**src/hdc_pkg.sv**
```systemverilog
package hdc_pkg;

    // hypervector width, reduced for simulation
    localparam int hv_width = 64;

    // item memory geometry
    localparam int mem_depth = 1024;
    localparam int addr_width = 10;

    // requesters on the memory port: 0 host, 1 core 0, 2 core 1
    localparam int num_req = 3;
    localparam int req_sel_width = $clog2(num_req);

    typedef logic [hv_width-1:0] hv_t;

    // addressed form, bit 15 set
    typedef struct packed {
        logic                  has_addr;
        logic                  load;
        logic                  rshift;
        logic                  lshift;
        logic                  xor_op;
        logic                  spare;
        logic [addr_width-1:0] addr;
    } inst_mem_t;

    // register form, bit 15 clear
    typedef struct packed {
        logic       has_addr;
        logic       rshift;
        logic       lshift;
        logic       xor_op;
        logic       store;
        logic       last_store;
        logic       move;
        logic [8:0] spare;
    } inst_reg_t;

    // has_addr sits at bit 15 in both views
    typedef union packed {
        inst_mem_t mem_form;
        inst_reg_t reg_form;
    } hdc_inst_t;

    typedef struct packed {
        logic                  we;
        logic [addr_width-1:0] addr;
        hv_t                   wdata;
    } mem_req_t;

    typedef struct packed {
        hv_t  data;
        logic last;
    } hdc_result_t;

    // core sequencing
    typedef enum logic [1:0] {
        st_idle,
        st_fetch,
        st_wait
    } core_state_t;

endpackage

```
**src/mem_arbiter.sv**
```systemverilog
`timescale 1ns/1ps

module mem_arbiter
    import hdc_pkg::*;
(
    input  logic                           clk,
    input  logic                           arst_n,
    input  logic [num_req-1:0]             req_valid,
    input  mem_req_t [num_req-1:0]         req,
    output logic [num_req-1:0]             grant,
    output logic                           mem_en,
    output mem_req_t                       mem_req_out
);

    // index of the last requester granted
    logic [req_sel_width-1:0] ptr;
    // index of the requester granted this cycle
    logic [req_sel_width-1:0] sel;

    // search starts one past ptr and wraps
    always_comb begin
        int unsigned idx;
        logic        found;
        found = 1'b0;
        sel   = ptr;
        grant = '0;
        for (int i = 1; i <= num_req; i++) begin
            idx = (int'(ptr) + i) % num_req;
            if (!found && req_valid[idx]) begin
                found      = 1'b1;
                sel        = idx[req_sel_width-1:0];
                grant[idx] = 1'b1;
            end
        end
    end

    // any grant drives the memory this cycle
    assign mem_en = |grant;
    assign mem_req_out = req[sel];

    // pointer moves only on a grant
    always_ff @(posedge clk or negedge arst_n) begin
        if (!arst_n) begin
            // host gets first pick out of reset
            ptr <= req_sel_width'(num_req - 1);
        end else if (mem_en) begin
            ptr <= sel;
        end
    end

    // at most one grant, and never to an idle requester
    a_grant_legal : assert property (
        @(posedge clk) disable iff (!arst_n)
        $onehot0(grant) && ((grant & ~req_valid) == '0)
    );

    // a requester left waiting is not passed over twice in a row
    a_no_starve : assert property (
        @(posedge clk) disable iff (!arst_n)
        (mem_en && (req_valid & ~grant) != '0) |=>
            (sel != $past(sel)) || !mem_en
    );

endmodule

```
**config.mk**
```make
export PLATFORM = sky130hd
export DESIGN_NAME = mem_arbiter
export DESIGN_NICKNAME = d
export VERILOG_FILES = /design/src/hdc_pkg.sv /design/src/mem_arbiter.sv
export SDC_FILE = /design/constraint.sdc
export NUM_CORES = 1
export LEC_CHECK = 0
export BUFFER_PORTS_ARGS = -buffer_cell sky130_fd_sc_hd__buf_2
export CAP_MARGIN = 10
export CORE_AREA = 2 2 119 121
export CTS_BUF_LIST = sky130_fd_sc_hd__clkbuf_4 sky130_fd_sc_hd__clkbuf_8
export DETAILED_ROUTE_END_ITERATION = 6
export DIE_AREA = 0 0 121 123
export GPL_TIMING_DRIVEN = 0
export PLACE_DENSITY = 0.54
export SYNTH_ARGS = -nofsm -noshare
export SYNTH_HDL_FRONTEND = slang
export SYNTH_SLANG_ARGS = --single-unit
```
**constraint.sdc**
```tcl
create_clock -name clk -period 6.5 [get_ports clk]
set_input_delay 0.975 -clock clk [delete_from_list [all_inputs] [get_ports clk]]
set_output_delay 0.975 -clock clk [all_outputs]
set_load 0.01 [all_outputs]
```
==> out/results.tsv <==
stage	metric	value	unit
status	run status	finished clean	
timing	Period minus WS final	4800	ps
timing	Max Freq	209	MHz
route	routed vias	3216	
place	RePlAce Congestion	0.787	
critical_path	Max FO, Critical Path	10	
critical_path	Crit-path slowest cell	a222oi_1	
finish	FILL cells	1449	
grt	initial antenna violation count	0	
finish	Final Non-Filler Cells	727	
critical_path	crit path kind	reg2out	
power	Pint	1.42	mW
finish	most frequent cells in the layout	buf_2 (318), mux2i_1 (78), o2bb2ai_2 (50), o2bb2ai_1 (25), nor2_1 (7)	
yosys	async set-reset flop share out of synthesis	100	%
yosys	distinct cell type count after synthesis	38	
timing	Slew @ Worst Pin	697	ps
yosys	#FFs+latches synth	2	
finish	register area	51.3	µm²
finish	share of post-route cells with drive strength above 1	70.9	%
finish	# diodes	0	
timing	Rel. slew slack	53.6	%
critical_path	startpoint types	flip-flop	
cts	Num CTS Buffers	3	
timing	RSZ-0062 raised after global routing	no	
yosys	EDFF count, synth	0	
yosys	Synthesized Nets	470	
floorplanning	Die Y	123	µm
yosys	Cell Area, Synth	0.00236	mm²
yosys	Post-synth top flop	dfstp_2	
cts	CTS tree	yes	
grt	vias in the first global route	3088	
finish	nets	782	
critical_path	cell breakdown of the critical path	inv_1 -> ha_1 -> mux2_4 -> a222oi_1 -> o21ai_1 -> a21oi_2 -> buf_4 -> buf_4 -> mux2i_1 -> o2bb2ai_2 -> buf_2	
floorplanning	Core Area	0.0136	mm²
cts	CTS Buffer Depth	2	
cts	Worst-path clk slew	30	ps
finish	flip-flop count of the largest register after layout	2	
critical_path	crit path DAT	3820	ps
timing	Hold Vio Cnt, Final	0	
floorplanning	I/O Pins	309	
critical_path	CP peak stage delay	650	ps
timing	Tcrit/Tclk final	73.8	%
critical_path	cell mode on critical path	buf_4	
timing	final max-slew violation count	0	
critical_path	r2r endpoint	ptr[1]$_DFFE_PN1P_	
cts	post_cts resized	0	
route	post-route ant nets	0	
finish	Largest regs	ptr (2)	
hold_path	min-delay worst type	in2async	
floorplanning	row count	43	
power	total power draw	3.19	mW
yosys	average size of a mapped cell	9.98	µm²
finish	commonest non-fill, non-tap cell in the layout	buf_2	
power	PwrDens	766	mW/mm²
critical_path	Reg-to-Reg Start	ptr[0]$_DFFE_PN0P_	
finish	Final Instance Area	0.00417	mm²
cts	H-Tree Depth	1	
critical_path	path depth of the worst reg2reg path	8	
finish	area delta synth->final	76.8	%
power	switching power	1.77	mW
timing	Finish-stage setup viols	0	
power	Clk network pwr share	1.8	%
cts	setup repair bufs after CTS	0	
floorplanning	Chip Width	121	µm
cts	latest clock arrival within the worst-skew pair	210	ps
finish	Multi-input gate area	0.00211	mm²
grt	global-route wire length before repair	15800	µm
grt	global-route usage over all layers	13.3	%
cts	clk sinks	2	
critical_path	CP startpoint	ptr[0]$_DFFE_PN0P_	
grt	largest net degree at the start of global routing	11	
place	Placed Area	0.00412	mm²
floorplanning	Initial Util	17.3	%
route	DRT Pass-1 Iters	6	
finish	Largest Register	ptr	
power	cell leakage power	2.17	nW
power	IR Drop Worst-Case VDD	0.000373	V
power	Seq pwr share	0.9	%
place	PortBufs	307	
power	switching part of the total	55.6	%
power	Gate power share	97.3	%
timing	Clock Skews	6.60	ps
place	DP Cell Count	723	
job	reported max-cap violation count	0	
critical_path	reg2reg setup slack	3280	ps
yosys	Gate Count Post-Synth	236	
yosys	YS warnings	0	
floorplanning	Die Area	0.0149	mm²
route	Via density	4.42	
grt	total congestion overflow	0	
route	drc violations	0	
critical_path	CP Capture Type	output port	
cts	Root Buffer	clkbuf_8	
route	WL per Instance	15.6	µm
critical_path	worst endpoint required time	5520	ps
timing	TNS Setup	0	ps
yosys	register area share after synthesis	2.18	%
place	HPWL Detailed	9860	µm
route	final wirelength	11400	µm
cts	Hold Buf Count CTS	0	
route	drt first-iter violations	143	
layout make-up:
cell class / count / share of cell area, %
buffer: 27 / 4.23
clock buffer: 4 / 1.17
inverter: 5 / 0.450
multi-input combinational: 202 / 50.6
sequential: 2 / 1.23
tap: 180 / 5.41
timing repair buffer: 307 / 36.9
synth_stat cells, types with 3 or more instances:
cell type / count / area [µm²]
nor2b_1: 4 / 25.0
o2bb2ai_1: 25 / 219
o2bb2ai_2: 50 / 751
buf_2: 11 / 55.1
a32oi_1: 3 / 26.3
buf_6: 5 / 56.3
buf_4: 6 / 45.0
nand2_1: 6 / 22.5
clkbuf_1: 4 / 15.0
mux2_1: 3 / 33.8
nor2_1: 7 / 26.3
mux2i_1: 78 / 781
o21ai_0: 3 / 15.0
inv_1: 4 / 15.0
ha_1: 4 / 50.1
critical path, delay by kind of cell, from the launching register on:
family | cells | cell delay, ps
compound gates | 4 | 1230
flops | 1 | 390
fa+ha+maj | 1 | 400
buf+inv | 4 | 780
mux | 2 | 780
cells by family after synthesis:
family / Yosys count / share of synthesized area [%]
simple gates: 24 / 5.10
buf+inv: 32 / 8.28
compound gates: 92 / 47.1
flops: 2 / 2.18
mux: 82 / 35.2
fa+ha+maj: 4 / 2.12
power groups by stage:
| stage | sequential (mW) | clock, mW | combinational [mW] |
|---|---|---|---|
| CTS | 0.0289 | 0.0579 | 3.15 |
| detailed placement | 0.0292 | 0 | 3.14 |
| floorplan | 0.0275 | 0 | 2.11 |
| global route | 0.0301 | 0.0583 | 3.34 |
| finish | 0.0289 | 0.0562 | 3.11 |
| global placement | 0.0289 | 0 | 3.09 |
metrics by stage:
stage	utilization, %	hold slack [ps]	setup slack [ps]
final	30.6	546	1700
after global routing	30.6	550	1420
after CTS	30.6	543	1700
after detailed placement	30.3	583	1710
after global placement	30.3	574	1780
after floorplan	-	538	2580
worst max path at each step:
stage                           end  cells after the start  slack [ps]
floorplan           mem_req_out[24]                      9        2580
global placement    mem_req_out[70]                      9        1780
detailed placement  mem_req_out[70]                      9        1710
CTS                 mem_req_out[70]                     10        1700
global route        mem_req_out[70]                     10        1420
finish              mem_req_out[51]                     11        1700
layer usage:
| layer | vias to the layer above | share of wire, % | track usage (%) |
|---|---|---|---|
| met4 | 0 | 0.32 | 1.74 |
| met3 | 2 | 5.6 | 0.784 |
| met2 | 157 | 50 | 23.6 |
| li1 | 1577 | - | - |
| met1 | 1480 | 44 | 18.2 |
| met5 | - | 0 | 0 |
(Power assumes the default switching activity.)
