===== src/hdc_pkg.sv =====
package hdc_pkg;

    // hypervector width, reduced for simulation
    localparam int hv_width = 64;

    // item memory geometry
    localparam int mem_depth = 1024;
    localparam int addr_width = 10;

    // requesters on the memory port: 0 host, 1 core 0, 2 core 1
    localparam int num_req = 3;
    localparam int req_sel_width = $clog2(num_req);

    typedef logic [hv_width-1:0] hv_t;

    // addressed form, bit 15 set
    typedef struct packed {
        logic                  has_addr;
        logic                  load;
        logic                  rshift;
        logic                  lshift;
        logic                  xor_op;
        logic                  spare;
        logic [addr_width-1:0] addr;
    } inst_mem_t;

    // register form, bit 15 clear
    typedef struct packed {
        logic       has_addr;
        logic       rshift;
        logic       lshift;
        logic       xor_op;
        logic       store;
        logic       last_store;
        logic       move;
        logic [8:0] spare;
    } inst_reg_t;

    // has_addr sits at bit 15 in both views
    typedef union packed {
        inst_mem_t mem_form;
        inst_reg_t reg_form;
    } hdc_inst_t;

    typedef struct packed {
        logic                  we;
        logic [addr_width-1:0] addr;
        hv_t                   wdata;
    } mem_req_t;

    typedef struct packed {
        hv_t  data;
        logic last;
    } hdc_result_t;

    // core sequencing
    typedef enum logic [1:0] {
        st_idle,
        st_fetch,
        st_wait
    } core_state_t;

endpackage


===== src/hdc_core.sv =====
`timescale 1ns/1ps

module hdc_core
    import hdc_pkg::*;
(
    input  logic        clk,
    input  logic        arst_n,
    input  logic        inst_valid,
    input  hdc_inst_t   inst,
    output logic        inst_ready,
    output logic        mem_valid,
    output mem_req_t    mem_req,
    input  logic        mem_grant,
    input  hv_t         rd_data,
    output logic        res_valid,
    output hdc_result_t res,
    input  logic        res_ready
);

    // rotate right by one bit
    function automatic hv_t rot_r(input hv_t v);
        return {v[0], v[hv_width-1:1]};
    endfunction

    // rotate left by one bit
    function automatic hv_t rot_l(input hv_t v);
        return {v[hv_width-2:0], v[hv_width-1]};
    endfunction

    core_state_t state;
    // working register
    hv_t acc;
    // copy register, source of register xor
    hv_t copy_hv;
    // addressed instruction held across the fetch
    hdc_inst_t pend_inst;

    logic inst_accept;
    logic res_load;
    logic res_done;

    // accept only when idle and nothing left to hand back
    assign inst_ready = (state == st_idle) && !res_valid;
    assign inst_accept = inst_valid && inst_ready;

    // store wins only if no rotate or xor bit is set
    assign res_load = inst_accept && !inst.reg_form.has_addr
                      && !inst.reg_form.rshift && !inst.reg_form.lshift
                      && !inst.reg_form.xor_op
                      && (inst.reg_form.store || inst.reg_form.last_store);
    assign res_done = res_valid && res_ready;

    // read request toward the arbiter
    assign mem_valid = (state == st_fetch);
    assign mem_req.we = 1'b0;
    assign mem_req.addr = pend_inst.mem_form.addr;
    assign mem_req.wdata = '0;

    // control and architectural registers
    always_ff @(posedge clk or negedge arst_n) begin
        if (!arst_n) begin
            state     <= st_idle;
            res_valid <= 1'b0;
            acc       <= '0;
            copy_hv   <= '0;
        end else begin
            case (state)
                st_idle: begin
                    if (res_done) begin
                        res_valid <= 1'b0;
                        // program finished, start the next one from zero
                        if (res.last) begin
                            acc     <= '0;
                            copy_hv <= '0;
                        end
                    end else if (inst_accept) begin
                        if (inst.mem_form.has_addr) begin
                            state <= st_fetch;
                        end else if (inst.reg_form.rshift) begin
                            acc <= rot_r(acc);
                        end else if (inst.reg_form.lshift) begin
                            acc <= rot_l(acc);
                        end else if (inst.reg_form.xor_op) begin
                            acc <= copy_hv ^ acc;
                        end else if (inst.reg_form.store || inst.reg_form.last_store) begin
                            // result payload latched in the data block
                            res_valid <= 1'b1;
                        end else if (inst.reg_form.move) begin
                            copy_hv <= acc;
                        end
                        // no op bit set, nothing to do
                    end
                end
                st_fetch: begin
                    // read issued this cycle, data next
                    if (mem_grant) begin
                        state <= st_wait;
                    end
                end
                st_wait: begin
                    // rd_data holds our vector now
                    if (pend_inst.mem_form.load) begin
                        acc <= rd_data;
                    end else if (pend_inst.mem_form.rshift) begin
                        acc <= rot_r(rd_data);
                    end else if (pend_inst.mem_form.lshift) begin
                        acc <= rot_l(rd_data);
                    end else if (pend_inst.mem_form.xor_op) begin
                        acc <= rd_data ^ acc;
                    end
                    state <= st_idle;
                end
                default: begin
                    state <= st_idle;
                end
            endcase
        end
    end

    // payload registers
    always_ff @(posedge clk) begin
        if (inst_accept && inst.mem_form.has_addr) begin
            pend_inst <= inst;
        end
        if (res_load) begin
            res.data <= acc;
            // plain store has priority over last store
            res.last <= !inst.reg_form.store;
        end
    end

    // result held steady under back-pressure
    a_res_stable : assert property (
        @(posedge clk) disable iff (!arst_n)
        (res_valid && !res_ready) |=> (res_valid && $stable(res))
    );

    // a fetch only starts from an accepted addressed instruction
    a_fetch_start : assert property (
        @(posedge clk) disable iff (!arst_n)
        $rose(mem_valid) |-> $past(inst_accept && inst.mem_form.has_addr)
    );

endmodule


===== config.mk =====
export PLATFORM = sky130hd
export DESIGN_NAME = hdc_core
export DESIGN_NICKNAME = d
export VERILOG_FILES = /design/src/hdc_pkg.sv /design/src/hdc_core.sv
export SDC_FILE = /design/constraint.sdc
export NUM_CORES = 1
export LEC_CHECK = 0
export BUFFER_PORTS_ARGS = -buffer_cell sky130_fd_sc_hd__buf_2
export CORE_ASPECT_RATIO = 1.4
export CORE_MARGIN = 3
export CORE_UTILIZATION = 37
export CTS_BUF_LIST = sky130_fd_sc_hd__clkbuf_2
export DETAILED_ROUTE_END_ITERATION = 16
export PLACE_DENSITY = 0.61
export SYNTH_ARGS = -nofsm -noshare
export SYNTH_HDL_FRONTEND = slang
export SYNTH_SLANG_ARGS = --single-unit

===== constraint.sdc =====
create_clock -name clk -period 4.5 [get_ports clk]
set_clock_uncertainty 0.2 [all_clocks]
set_input_delay 0.9 -clock clk [delete_from_list [all_inputs] [get_ports clk]]
set_output_delay 0.9 -clock clk [all_outputs]
set_load 0.03 [all_outputs]

==> results.tsv <==
metric	value	unit
outcome	finished clean	
Post-CTS Setup Bufs	0	
DR vias/cell	5.93	
post-synthesis sequential area ratio	44.4	%
Worst-Skew Late Latency	0.90	ns
maximum vdd ir drop	154	uV
post-cts resize count	0	
area of the die	0.0367	mm^2
Worst Path Class, Setup	flip-flop to flip-flop	
core area	0.0336	mm^2
Chip Height	225	um
Buffers on Ports	162	
fillers	3402	
routability cong.	0.770	
die width	163	um
RSZ-0062 raised after global routing	false	
type of origin of the critical path	flip-flop	
power density over cell area	452	mW/mm^2
minimum clock period	2.94	ns
syn_area_per_cell	9.47	um^2
max-slew violation count	0	
post-synthesis cell type count	37	
fin area	0.0140	mm^2
clock root cell	clkbuf_2	
area share of the largest cell type after synthesis	25.8	%
DRC violations left	0	
I/O pin count	228	
Layout area overhead	10.4	%
Bufs on Longest Clock Path	3	
hold-fix buffers at CTS	13	
max_cap viols	0	
starting density of the core	37.9	%
Top FF cell, synth	dfrtp_1	
TNS Setup	0	ns
Fin. Hold Viols	0	
WP data arrival	3.53	ns
f_max	0.340	GHz
DP HPWL	21900	um
post-route ant nets	0	
H-tree depth	2	
initial DRC count	1178	
CTS tree	built	
Seq cells post-synth	210	
initial antenna violation count	3	
total design power	6.35	mW
Final setup viols	0	
Mapped Cells	1343	
CP Data Required Time	5.09	ns
share of layout cells above drive strength 1	18.7	%
ys async rst share	62.4	%
area leader, netlist	dfrtp_1	
Hold Crit Class	primary input to flip-flop	
worst hold slack	0.0941	ns
Placement Cell Area	0.0134	mm^2
Net count, final	1543	
vias in the first global route	11200	
global-route wire length before repair	59700	um
Overflow after GRT	0	
slew margin rel.	18.0	%
kind of end point of the critical path	flip-flop	
actual slew at the worst max-slew pin	1.23	ns
Leak Pwr	5.72	nW
largest net degree at the start of global routing	129	
synthesized area	0.0127	mm^2
vias	11500	
Total Wirelength	37600	um
Tcrit/Tclk final	65.4	%
critical path peak fanout	43	
Final Core Density	41.8	%
Site Rows	79	
largest cells by area after synthesis	dfrtp_1 (26%), edfxtp_1 (19%), nor2b_1 (6.2%)	
# clock sinks	210	
drt first pass iters	9	
Total GRT Usage	19.7	%
EDFF count, synth	79	
number of CTS-inserted buffers	54	
Synthesis Warnings	0	
Worst-path clk slew	0.10	ns
WL per Instance	19.3	um
==> Yosys cell counts, types with 2 or more instances <==
| cell type | n |
|---|---|
| a211oi_1 | 4 |
| a21o_1 | 3 |
| a21oi_1 | 71 |
| a221o_1 | 61 |
| a222oi_1 | 60 |
| a22o_1 | 64 |
| a22oi_1 | 61 |
| a31oi_1 | 5 |
| and3_1 | 3 |
| buf_1 | 11 |
| buf_2 | 38 |
| buf_4 | 82 |
| buf_6 | 9 |
| clkbuf_1 | 60 |
| dfrtp_1 | 131 |
| edfxtp_1 | 79 |
| inv_1 | 63 |
| nand2_1 | 127 |
| nand2b_1 | 2 |
| nand3b_1 | 7 |
| nor2_1 | 11 |
| nor2b_1 | 127 |
| nor3_1 | 60 |
| nor3_2 | 2 |
| o21ai_0 | 121 |
| o21ai_1 | 4 |
| o32ai_1 | 64 |
| or2_1 | 2 |
| or3_1 | 3 |
==> through the flow <==
step / worst slack [ns] / std cells
floorplan: 0.770 / 1407
global placement: 1.21 / 1834
detailed placement: 1.17 / 1834
CTS: 1.48 / 1945
global route: 1.41 / 1946
finish: 1.56 / 1946
==> cells by family (layout without fill, tap and decap cells) <==
logic type / Yosys count / in the layout / synth area share [%]
AOI/OAI and AO/OA: 521 / 521 / 30.5
buffers and inverters: 263 / 356 / 11.1
DFF: 210 / 210 / 44.4
other: 1 / 66 / 0.0295
and+or+nand+nor: 348 / 348 / 14.0
==> flip-flops by register name, indices dropped and copies added, names as in the netlist <==
name	flops
res	65
acc	64
copy_hv	64
pend_inst	14
state	2
res_valid	1
==> cell usage in the layout, fill, tap and decap left out, types with 5 or more instances in the layout <==
cell           count
a22oi_1           61
edfxtp_1          79
nor3_1            60
nor2_1             8
buf_4             19
nor2b_1          125
o32ai_1           64
dfrtp_1          131
a22o_1            64
clkinv_1          11
o21ai_0          121
a21oi_1           71
dlygate4sd3_1     13
clkbuf_2          81
nand2_1          127
a31oi_1            5
inv_1             63
conb_1            65
a222oi_1          60
nand3b_1           7
buf_2            159
a221o_1           61
==> power breakdown <==
part / switching (mW) / total, mW / internal, mW
clock network: 0.851 / 1.39 / 0.539
logic: 0.970 / 1.84 / 0.875
registers: 0.690 / 3.12 / 2.43
total: 2.51 / 6.35 / 3.84
==> worst max-delay path: stages (launching register included) <==
cell      delay [ns]
edfxtp_1        0.44
buf_4           0.52
nor2b_4         0.58
buf_4           0.44
a222oi_1        0.15
o21ai_0         0.22
nand2_1         0.09
a22oi_1         0.22
==> worst paths after layout <==
path | start | endpoint | slack [ns] | depth (start not counted)
min in group asynchronous | arst_n | acc[7] | 0.49 | 2
setup / recovery | pend_inst[12] | acc[51] | 1.56 | 7
setup reg to reg | pend_inst[12] | acc[51] | 1.56 | 7
hold reg to reg | copy_hv[27] | copy_hv[27] | 0.34 | 1
hold / removal | inst[12] | pend_inst[12] | 0.09 | 1
max in group asynchronous | arst_n | copy_hv[37] | 2.67 | 3
==> routing by layer <==
metal	part of all wire [%]	global-route usage, %	wire length (um)
met5	0.072	0	27
met4	2.8	7.29	1040
met3	6.8	3.86	2560
met2	51	34.4	19000
met1	40	24.0	15000
==> layout make-up <==
class | instances | area, um^2 | share of cell area [%]
multi-input combinational | 934 | 5960 | 42.4
sequential | 210 | 5650 | 40.2
timing repair buffer | 195 | 1140 | 8.12
tap | 445 | 557 | 3.97
clock buffer | 81 | 405 | 2.89
inverter | 63 | 236 | 1.68
clock inverter | 17 | 93.8 | 0.668
antenna | 1 | 2.50 | 0.0178
Note: power is estimated with default switching activity, not from simulation.
